[src/hdl/ex_defines.svh]
// Execute stage parameters

`ifndef EX_DEFINES_SVH
`define EX_DEFINES_SVH

////////////////////////////////////////////////////////////
// Datapath widths
////////////////////////////////////////////////////////////

// Integer data word
`define EX_XLEN 32

// Integer register file index, FP space not present
`define EX_RADDR_W 5

////////////////////////////////////////////////////////////
// Operator encodings
////////////////////////////////////////////////////////////

`define EX_ALU_OP_W 4
`define EX_MUL_OP_W 2

// High-word multiply consumes one half of operand B per step
`define EX_MULH_STEPS 2

`endif

[src/hdl/ex_pkg.sv]
// Execute stage types

`default_nettype none

`include "ex_defines.svh"

package ex_pkg;

  // Data word and register index
  typedef logic [`EX_XLEN-1:0]    word_t;
  typedef logic [`EX_RADDR_W-1:0] raddr_t;

  // ALU operations
  // Last four give only a compare bit, used by branches
  typedef enum logic [`EX_ALU_OP_W-1:0] {
    ADD,
    SUB,
    AND,
    OR,
    XOR,
    SLL,
    SRL,
    SRA,
    SLT,
    SLTU,
    EQ,
    NE,
    LTS,
    LTU
  } alu_op_e;

  // Multiplier operations
  // MUL is single cycle, the high-word ops are sequenced
  typedef enum logic [`EX_MUL_OP_W-1:0] {
    MUL,
    MULH,
    MULHU,
    MULHSU
  } mul_op_e;

endpackage

`default_nettype wire

[src/hdl/ex_mul_if.sv]
// Multiplier request and response

`default_nettype none

interface ex_mul_if;

  // Request, held steady by the stage while ready is low
  logic             en;
  ex_pkg::mul_op_e  op;
  ex_pkg::word_t    op_a;
  ex_pkg::word_t    op_b;

  // Response, result valid when en and ready are both high
  ex_pkg::word_t    result;
  logic             ready;
  logic             multicycle;

  modport stage (output en, op, op_a, op_b, input result, ready, multicycle);

  modport unit (input en, op, op_a, op_b, output result, ready, multicycle);

endinterface

`default_nettype wire

[src/hdl/ex_alu.sv]
// Integer ALU

`default_nettype none

`include "ex_defines.svh"

module ex_alu (
  input  logic            clk,
  input  logic            rst_n,
  input  logic            en_i,
  input  ex_pkg::alu_op_e operator_i,
  input  ex_pkg::word_t   operand_a_i,
  input  ex_pkg::word_t   operand_b_i,
  output ex_pkg::word_t   result_o,
  output logic            cmp_result_o,
  output logic            ready_o
);

  import ex_pkg::*;

  localparam int SHAMT_W = $clog2(`EX_XLEN);

  logic [SHAMT_W-1:0] shamt;
  logic [`EX_XLEN:0]  diff;
  logic               lt_u;
  logic               lt_s;
  logic               eq;
  word_t              res;
  logic               cmp;
  logic               ready_q;

  ////////////////////////////////////////////////////////////
  // Shared subtractor and comparators
  ////////////////////////////////////////////////////////////

  // Shift amount from the low bits of B
  assign shamt = operand_b_i[SHAMT_W-1:0];

  // Extra MSB of the difference is the unsigned borrow
  assign diff = {1'b0, operand_a_i} - {1'b0, operand_b_i};
  assign lt_u = diff[`EX_XLEN];
  assign eq   = (operand_a_i == operand_b_i);

  // Differing signs decide directly, else unsigned order holds
  assign lt_s = (operand_a_i[`EX_XLEN-1] ^ operand_b_i[`EX_XLEN-1]) ?
                operand_a_i[`EX_XLEN-1] : lt_u;

  ////////////////////////////////////////////////////////////
  // Operation select
  ////////////////////////////////////////////////////////////

  always_comb begin
    res = '0;
    cmp = 1'b0;
    case (operator_i)
      ADD:  res = operand_a_i + operand_b_i;
      SUB:  res = diff[`EX_XLEN-1:0];
      AND:  res = operand_a_i & operand_b_i;
      OR:   res = operand_a_i | operand_b_i;
      XOR:  res = operand_a_i ^ operand_b_i;
      SLL:  res = operand_a_i << shamt;
      SRL:  res = operand_a_i >> shamt;
      SRA:  res = word_t'($signed(operand_a_i) >>> shamt);
      // Compares return the flag on both outputs
      SLT, LTS: cmp = lt_s;
      SLTU, LTU: cmp = lt_u;
      EQ:   cmp = eq;
      NE:   cmp = ~eq;
      default: res = '0;
    endcase
    if (cmp) begin
      res = word_t'(1);
    end
  end

  // Result bus isolated when idle, compare bit left free for branches
  assign result_o     = en_i ? res : '0;
  assign cmp_result_o = cmp;

  // Ready rises one cycle after reset is released
  always_ff @(posedge clk or negedge rst_n) begin
    if (!rst_n) begin
      ready_q <= 1'b0;
    end else begin
      ready_q <= 1'b1;
    end
  end

  assign ready_o = ready_q;

endmodule

`default_nettype wire

[src/hdl/ex_mult.sv]
// Integer multiplier

`default_nettype none

`include "ex_defines.svh"

module ex_mult (
  input  logic clk,
  input  logic rst_n,
  ex_mul_if.unit mul
);

  import ex_pkg::*;

  localparam int STEPS   = `EX_MULH_STEPS;
  localparam int CNT_W   = $clog2(STEPS + 1);
  localparam int SLICE_W = `EX_XLEN / STEPS;

  logic                        is_high;
  logic                        sign_a;
  logic                        sign_b;
  logic [`EX_XLEN:0]           a_ext;
  logic [`EX_XLEN:0]           b_ext;
  logic [SLICE_W:0]            slice;
  logic signed [2*`EX_XLEN-1:0] partial;
  logic [2*`EX_XLEN-1:0]       acc_q;
  logic [CNT_W-1:0]            step_q;
  logic                        done;
  word_t                       low_prod;

  ////////////////////////////////////////////////////////////
  // Operand extension
  ////////////////////////////////////////////////////////////

  assign is_high = (mul.op != MUL);
  assign sign_a  = (mul.op == MULH) || (mul.op == MULHSU);
  assign sign_b  = (mul.op == MULH);

  // One extra bit so every high op is a signed product
  assign a_ext = {sign_a & mul.op_a[`EX_XLEN-1], mul.op_a};
  assign b_ext = {sign_b & mul.op_b[`EX_XLEN-1], mul.op_b};

  // Low word in a single cycle
  assign low_prod = word_t'(mul.op_a * mul.op_b);

  ////////////////////////////////////////////////////////////
  // High word sequencer
  ////////////////////////////////////////////////////////////

  // Lower slices are unsigned, top slice carries the sign of B
  always_comb begin
    if (step_q == CNT_W'(STEPS - 1)) begin
      slice = b_ext[`EX_XLEN -: (SLICE_W + 1)];
    end else begin
      slice = {1'b0, mul.op_b[step_q*SLICE_W +: SLICE_W]};
    end
  end

  assign partial = $signed(a_ext) * $signed(slice);
  assign done    = (step_q == CNT_W'(STEPS));

  // Counter advances per step, back to idle once accepted or dropped
  always_ff @(posedge clk or negedge rst_n) begin
    if (!rst_n) begin
      step_q <= '0;
    end else if (mul.en && is_high && !done) begin
      step_q <= step_q + 1'b1;
    end else begin
      step_q <= '0;
    end
  end

  // Partial products summed modulo 2^64, upper word stays exact
  always_ff @(posedge clk) begin
    if (mul.en && is_high && !done) begin
      if (step_q == '0) begin
        acc_q <= partial;
      end else begin
        acc_q <= acc_q + (partial << (step_q * SLICE_W));
      end
    end
  end

  ////////////////////////////////////////////////////////////
  // Response
  ////////////////////////////////////////////////////////////

  assign mul.result     = is_high ? acc_q[2*`EX_XLEN-1:`EX_XLEN] : low_prod;
  assign mul.ready      = !(mul.en && is_high) || done;
  // Busy past the first step
  assign mul.multicycle = (step_q != '0);

endmodule

`default_nettype wire

[src/hdl/ex_writeback.sv]
// Execute stage write ports

`default_nettype none

module ex_writeback (
  input  logic           clk,
  input  logic           rst_n,
  input  logic           ex_valid_i,
  input  logic           alu_en_i,
  input  logic           mult_en_i,
  input  logic           csr_access_i,
  input  ex_pkg::word_t  alu_result_i,
  input  ex_pkg::word_t  mult_result_i,
  input  ex_pkg::word_t  csr_rdata_i,
  input  ex_pkg::word_t  lsu_rdata_i,
  input  logic           regfile_alu_we_i,
  input  ex_pkg::raddr_t regfile_alu_waddr_i,
  input  logic           regfile_we_i,
  input  ex_pkg::raddr_t regfile_waddr_i,
  input  logic           lsu_err_i,
  input  logic           wb_ready_i,
  output logic           regfile_alu_we_fw_o,
  output ex_pkg::raddr_t regfile_alu_waddr_fw_o,
  output ex_pkg::word_t  regfile_alu_wdata_fw_o,
  output logic           regfile_we_wb_o,
  output ex_pkg::raddr_t regfile_waddr_wb_o,
  output ex_pkg::word_t  regfile_wdata_wb_o
);

  import ex_pkg::*;

  word_t  fw_wdata;
  logic   lsu_we;
  logic   we_q;
  raddr_t waddr_q;

  ////////////////////////////////////////////////////////////
  // ALU write port
  ////////////////////////////////////////////////////////////

  // CSR wins over multiplier, multiplier over ALU
  always_comb begin
    if (csr_access_i) begin
      fw_wdata = csr_rdata_i;
    end else if (mult_en_i) begin
      fw_wdata = mult_result_i;
    end else if (alu_en_i) begin
      fw_wdata = alu_result_i;
    end else begin
      fw_wdata = '0;
    end
  end

  assign regfile_alu_we_fw_o    = regfile_alu_we_i;
  assign regfile_alu_waddr_fw_o = regfile_alu_waddr_i;
  assign regfile_alu_wdata_fw_o = fw_wdata;

  ////////////////////////////////////////////////////////////
  // EX/WB register, LSU write port
  ////////////////////////////////////////////////////////////

  // Faulting loads never reach the register file
  assign lsu_we = regfile_we_i & ~lsu_err_i;

  // Valid implies WB ready, flush only when WB moves on empty
  always_ff @(posedge clk or negedge rst_n) begin
    if (!rst_n) begin
      we_q <= 1'b0;
    end else if (ex_valid_i) begin
      we_q <= lsu_we;
    end else if (wb_ready_i) begin
      we_q <= 1'b0;
    end
  end

  // Destination tracks real writes only
  always_ff @(posedge clk) begin
    if (ex_valid_i && lsu_we) begin
      waddr_q <= regfile_waddr_i;
    end
  end

  assign regfile_we_wb_o    = we_q;
  assign regfile_waddr_wb_o = waddr_q;
  assign regfile_wdata_wb_o = lsu_rdata_i;

endmodule

`default_nettype wire

[src/hdl/ex_stage.sv]
// Execute stage top level

`default_nettype none

module ex_stage (
  input  logic            clk,
  input  logic            rst_n,

  // ALU from ID
  input  ex_pkg::alu_op_e alu_operator_i,
  input  ex_pkg::word_t   alu_operand_a_i,
  input  ex_pkg::word_t   alu_operand_b_i,
  input  ex_pkg::word_t   alu_operand_c_i,
  input  logic            alu_en_i,

  // Multiplier from ID
  input  ex_pkg::mul_op_e mult_operator_i,
  input  ex_pkg::word_t   mult_operand_a_i,
  input  ex_pkg::word_t   mult_operand_b_i,
  input  logic            mult_en_i,
  output logic            mult_multicycle_o,

  // LSU
  input  logic            lsu_en_i,
  input  ex_pkg::word_t   lsu_rdata_i,
  input  logic            lsu_ready_ex_i,
  input  logic            lsu_err_i,

  // Write controls from ID
  input  logic            branch_in_ex_i,
  input  ex_pkg::raddr_t  regfile_alu_waddr_i,
  input  logic            regfile_alu_we_i,
  input  logic            regfile_we_i,
  input  ex_pkg::raddr_t  regfile_waddr_i,

  // CSR read data
  input  logic            csr_access_i,
  input  ex_pkg::word_t   csr_rdata_i,

  // LSU write port to WB
  output ex_pkg::raddr_t  regfile_waddr_wb_o,
  output logic            regfile_we_wb_o,
  output ex_pkg::word_t   regfile_wdata_wb_o,

  // Forwarding to ID and register file
  output ex_pkg::raddr_t  regfile_alu_waddr_fw_o,
  output logic            regfile_alu_we_fw_o,
  output ex_pkg::word_t   regfile_alu_wdata_fw_o,

  // Branch outputs to IF
  output ex_pkg::word_t   jump_target_o,
  output logic            branch_decision_o,

  // Stall control
  output logic            ex_ready_o,
  output logic            ex_valid_o,
  input  logic            wb_ready_i
);

  import ex_pkg::*;

  word_t alu_result;
  logic  alu_cmp_result;
  logic  alu_ready;
  logic  units_ready;

  ex_mul_if mul_if ();

  ////////////////////////////////////////////////////////////
  // ALU and branch outputs
  ////////////////////////////////////////////////////////////

  ex_alu u_ex_alu (
    .clk          (clk),
    .rst_n        (rst_n),
    .en_i         (alu_en_i),
    .operator_i   (alu_operator_i),
    .operand_a_i  (alu_operand_a_i),
    .operand_b_i  (alu_operand_b_i),
    .result_o     (alu_result),
    .cmp_result_o (alu_cmp_result),
    .ready_o      (alu_ready)
  );

  // Target computed in ID, decision from the compare
  assign jump_target_o     = alu_operand_c_i;
  assign branch_decision_o = alu_cmp_result;

  ////////////////////////////////////////////////////////////
  // Multiplier
  ////////////////////////////////////////////////////////////

  assign mul_if.en   = mult_en_i;
  assign mul_if.op   = mult_operator_i;
  assign mul_if.op_a = mult_operand_a_i;
  assign mul_if.op_b = mult_operand_b_i;

  ex_mult u_ex_mult (
    .clk   (clk),
    .rst_n (rst_n),
    .mul   (mul_if.unit)
  );

  assign mult_multicycle_o = mul_if.multicycle;

  ////////////////////////////////////////////////////////////
  // Write ports
  ////////////////////////////////////////////////////////////

  ex_writeback u_ex_writeback (
    .clk                    (clk),
    .rst_n                  (rst_n),
    .ex_valid_i             (ex_valid_o),
    .alu_en_i               (alu_en_i),
    .mult_en_i              (mult_en_i),
    .csr_access_i           (csr_access_i),
    .alu_result_i           (alu_result),
    .mult_result_i          (mul_if.result),
    .csr_rdata_i            (csr_rdata_i),
    .lsu_rdata_i            (lsu_rdata_i),
    .regfile_alu_we_i       (regfile_alu_we_i),
    .regfile_alu_waddr_i    (regfile_alu_waddr_i),
    .regfile_we_i           (regfile_we_i),
    .regfile_waddr_i        (regfile_waddr_i),
    .lsu_err_i              (lsu_err_i),
    .wb_ready_i             (wb_ready_i),
    .regfile_alu_we_fw_o    (regfile_alu_we_fw_o),
    .regfile_alu_waddr_fw_o (regfile_alu_waddr_fw_o),
    .regfile_alu_wdata_fw_o (regfile_alu_wdata_fw_o),
    .regfile_we_wb_o        (regfile_we_wb_o),
    .regfile_waddr_wb_o     (regfile_waddr_wb_o),
    .regfile_wdata_wb_o     (regfile_wdata_wb_o)
  );

  ////////////////////////////////////////////////////////////
  // Handshake
  ////////////////////////////////////////////////////////////

  // Every unit and WB able to take the result
  assign units_ready = alu_ready & mul_if.ready & lsu_ready_ex_i & wb_ready_i;

  // Branches retire in EX, so they release ID on their own
  assign ex_ready_o = units_ready | branch_in_ex_i;

  // Valid flows right without waiting on ex_ready
  assign ex_valid_o = (alu_en_i | mult_en_i | csr_access_i | lsu_en_i) & units_ready;

endmodule

`default_nettype wire

[config.mk]
export PLATFORM = sky130hd
export DESIGN_NAME = ex_stage
export DESIGN_NICKNAME = d
export VERILOG_FILES = /design/src/hdl/ex_pkg.sv /design/src/hdl/ex_mul_if.sv /design/src/hdl/ex_alu.sv /design/src/hdl/ex_mult.sv /design/src/hdl/ex_writeback.sv /design/src/hdl/ex_stage.sv
export VERILOG_INCLUDE_DIRS = /design/src /design/src/hdl
export SDC_FILE = /design/constraint.sdc
export NUM_CORES = 2
export LEC_CHECK = 0
export BUFFER_PORTS_ARGS = -buffer_cell sky130_fd_sc_hd__buf_2
export CAP_MARGIN = 20
export CORE_AREA = 10 10 339 471
export DETAILED_ROUTE_END_ITERATION = 12
export DIE_AREA = 0 0 349 481
export PLACE_DENSITY = 0.58
export SYNTH_ARGS = -nofsm -noshare
export SYNTH_HDL_FRONTEND = slang
export SYNTH_SLANG_ARGS = --single-unit
[constraint.sdc]
create_clock -name clk -period 26.9 [get_ports clk]
set_input_delay 1.345 -clock clk [delete_from_list [all_inputs] [get_ports clk]]
set_output_delay 1.345 -clock clk [all_outputs]
set_load 0.02 [all_outputs]
==> reports/metrics.cfg <==
[status]
outcome = complete, no violations

[routing]
vias = 45700
via_per_inst = 5.51
routed_wl_mm = 195
dr.pass1.iters = 6
drtIter0Drc = 3710
drc = 0
routedWlPerCell_um = 23.5
ant_nets = 0

[timing]
fmax_mhz = 75.5
tightest_slew_ps = 1180
period_needed_ps = 13240
timing.hold.ws_ps = 704
period_share = 0.492
setup_viol = 0
fin_setup_tns_ps = 0
skew_ps = 7.11
slew_violations = 0
rsz0062_at_grt = false
max_slew_margin = 0.212
hold_violations = 0

[synthesis]
ys_seq_elements = 73
async_flop_share = 0.0548
syn_avg_cell_area_um2 = 8.13
ys_seq_area_frac = 0.0414
synth.cell_area_mm2 = 0.0524
synth_ff_type = edfxtp_1
synth_cell_types = 88
synth_cells = 6447
syn_nets = 8050
synth_edf_count = 69
synth_warnings = 0

[global_routing]
grt_pass1_vias = 48200
grt.overflow.total = 0
grt_util_met3 = 0.0332
grt_use_met1 = 0.271
grt_pass1_wl_mm = 296
grt_util_met2 = 0.401
top_usage_layer = met2
antenna_found_initial = 28
grt_max_degree = 86
grt_usage = 0.229

[floorplan]
ioPinCount = 364
fp.dieH_um = 481
rows = 169
start_util = 0.347
die_x_um = 349
coreArea_mm2 = 0.151
dieArea_mm2 = 0.168

[layout]
final_cells = 8299
utilization = 0.365
syn_to_final_growth_pct = 4.97
multi_input_area_mm2 = 0.0439
regArea_mm2 = 0.00217
drive_gt1_frac = 0.0694
nFillCells = 15900
final_nets = 7922

[clocking]
ctsResizeCount = 0
cts_setup_buffers = 0
cts.hold.buffers_added = 0
htreeDepth = 3
cts_made_buffers = 9
clock_latency_ps = 360
clk_path_buf_depth = 2
clock-sinks = 73
cts_tree = yes
clkSlewWorstSetupHoldPaths_ps = 60
cts_root_buffer = clkbuf_16

[setup_path]
cp_max_fo = 57
reg2reg_depth = 37
cp.required_ps = 26980
r2r_setup_slack_ps = 13660
path_delay_family = adder cells
cp_slowest_stage_delay_ps = 880
critical_path_class = flip-flop to flip-flop
worstSetupEndpointType = flip-flop
path_common_cell = fa_1
r2r_start = u_ex_mult.step_q[1]
crit_slowest_cell = nor3_2
path_buf_inv = 6
worstPathArrival_ps = 13320
reg2reg_to = u_ex_mult.acc_q[63]
crit_path_start_kind = flip-flop

[worst_hold_path]
whs_path_depth = 1
holdCritPathClass = flip-flop to flip-flop
min_from = u_ex_writeback.regfile_we_wb_o
min_to = u_ex_writeback.regfile_we_wb_o

[placement]
gp_congestion = 0.990
portBuffers = 223
dp.cells = 8274
dp_hpwl_mm = 156

[run]
maxCapViolCount = 0

[cells by family after synthesis]
logic type	after synthesis	synth area share
other cells	1	0.0000715
compound gates	1092	0.134
flops	73	0.0414
simple gates	1953	0.172
fa+ha+maj	1351	0.458
xor+xnor	213	0.0356
buf+inv	1641	0.123
mux	123	0.0361
[Yosys cell counts, types with 52 or more instances]
| cell type | instances | share of area |
|---|---|---|
| nand2_1 | 931 | 0.067 |
| nor2b_1 | 57 | 0.0068 |
| clkbuf_1 | 338 | 0.024 |
| buf_4 | 71 | 0.010 |
| xnor2_1 | 135 | 0.023 |
| a21o_1 | 87 | 0.012 |
| fa_1 | 947 | 0.36 |
| o21ai_0 | 256 | 0.024 |
| mux2i_1 | 64 | 0.012 |
| xor2_1 | 78 | 0.013 |
| nand3_1 | 56 | 0.0053 |
| and2_1 | 365 | 0.044 |
| edfxtp_1 | 69 | 0.040 |
| mux4_2 | 52 | 0.022 |
| inv_1 | 1185 | 0.085 |
| ha_1 | 404 | 0.096 |
| nor2_1 | 314 | 0.022 |
| a21oi_1 | 309 | 0.029 |
| nor3_1 | 61 | 0.0058 |
[layer usage]
layer	vias to the layer above	share of wire
met5	-	0.00096
met4	28	0.060
met3	540	0.067
met2	1842	0.49
met1	23200	0.38
li1	20100	-
[cells in the final DEF (no fill, tap or decap), types with 10 or more instances in the layout]
cell type / instances
a221o_1: 10
nand4_1: 31
a211oi_1: 49
o2111ai_1: 17
mux2i_1: 64
buf_2: 221
or2_2: 11
o221ai_1: 12
ha_1: 403
buf_4: 91
xnor2_1: 135
a22o_1: 12
a21oi_1: 308
a21o_1: 87
a221oi_1: 38
a31oi_1: 42
nor3_1: 58
or3_1: 27
o31ai_1: 16
nor4_1: 14
o22ai_1: 18
o21ai_0: 256
fa_1: 947
a311oi_1: 11
o21a_1: 28
mux4_2: 52
nand2b_1: 32
and2_1: 365
nand3_1: 56
and3_1: 20
a22oi_1: 13
nand2_1: 931
nor2b_1: 57
o211ai_1: 38
inv_1: 1185
nor2_1: 313
xor2_1: 78
o21bai_1: 35
edfxtp_1: 69
[sequential cells by signal, summed over array words and instances, names as in the netlist]
signal / cells
u_ex_mult.step_q: 2
u_ex_mult.acc_q: 64
u_ex_writeback.regfile_waddr_wb_o: 5
u_ex_writeback.regfile_we_wb_o: 1
u_ex_alu.ready_o: 1
[worst max path at each step]
stage / from / end / slack (ps) / depth (start not counted)
2_1_floorplan: u_ex_mult.step_q[1] / u_ex_mult.acc_q[60] / 16450 / 42
3_3_place_gp: u_ex_mult.step_q[1] / u_ex_mult.acc_q[63] / 14100 / 41
3_5_place_dp: u_ex_mult.step_q[1] / u_ex_mult.acc_q[63] / 13810 / 37
4_1_cts: u_ex_mult.step_q[1] / u_ex_mult.acc_q[63] / 13760 / 37
5_1_grt: u_ex_mult.step_q[1] / u_ex_mult.acc_q[63] / 13020 / 38
6_report: u_ex_mult.step_q[1] / u_ex_mult.acc_q[63] / 13660 / 37
[metrics by stage]
step / setup WS (ps) / area [um^2]
6_report: 13660 / 55000
3_3_place_gp: 14100 / 54700
4_1_cts: 13760 / 55000
5_1_grt: 13020 / 55000
3_5_place_dp: 13810 / 54700
2_1_floorplan: 16450 / 52400
[cell type report]
cell class                      instances  area share
Clock buffer                           10     0.00434
Antenna cell                            9    0.000409
Tap cell                             1966      0.0447
Multi-Input combinational cell       4733       0.797
Inverter                             1190      0.0812
Clock inverter                          6    0.000614
Timing Repair Buffer                  312      0.0325
Sequential cell                        73      0.0395
Power is not shown: default switching activity piles up to over one toggle a cycle in this logic, so the estimate is an artifact.
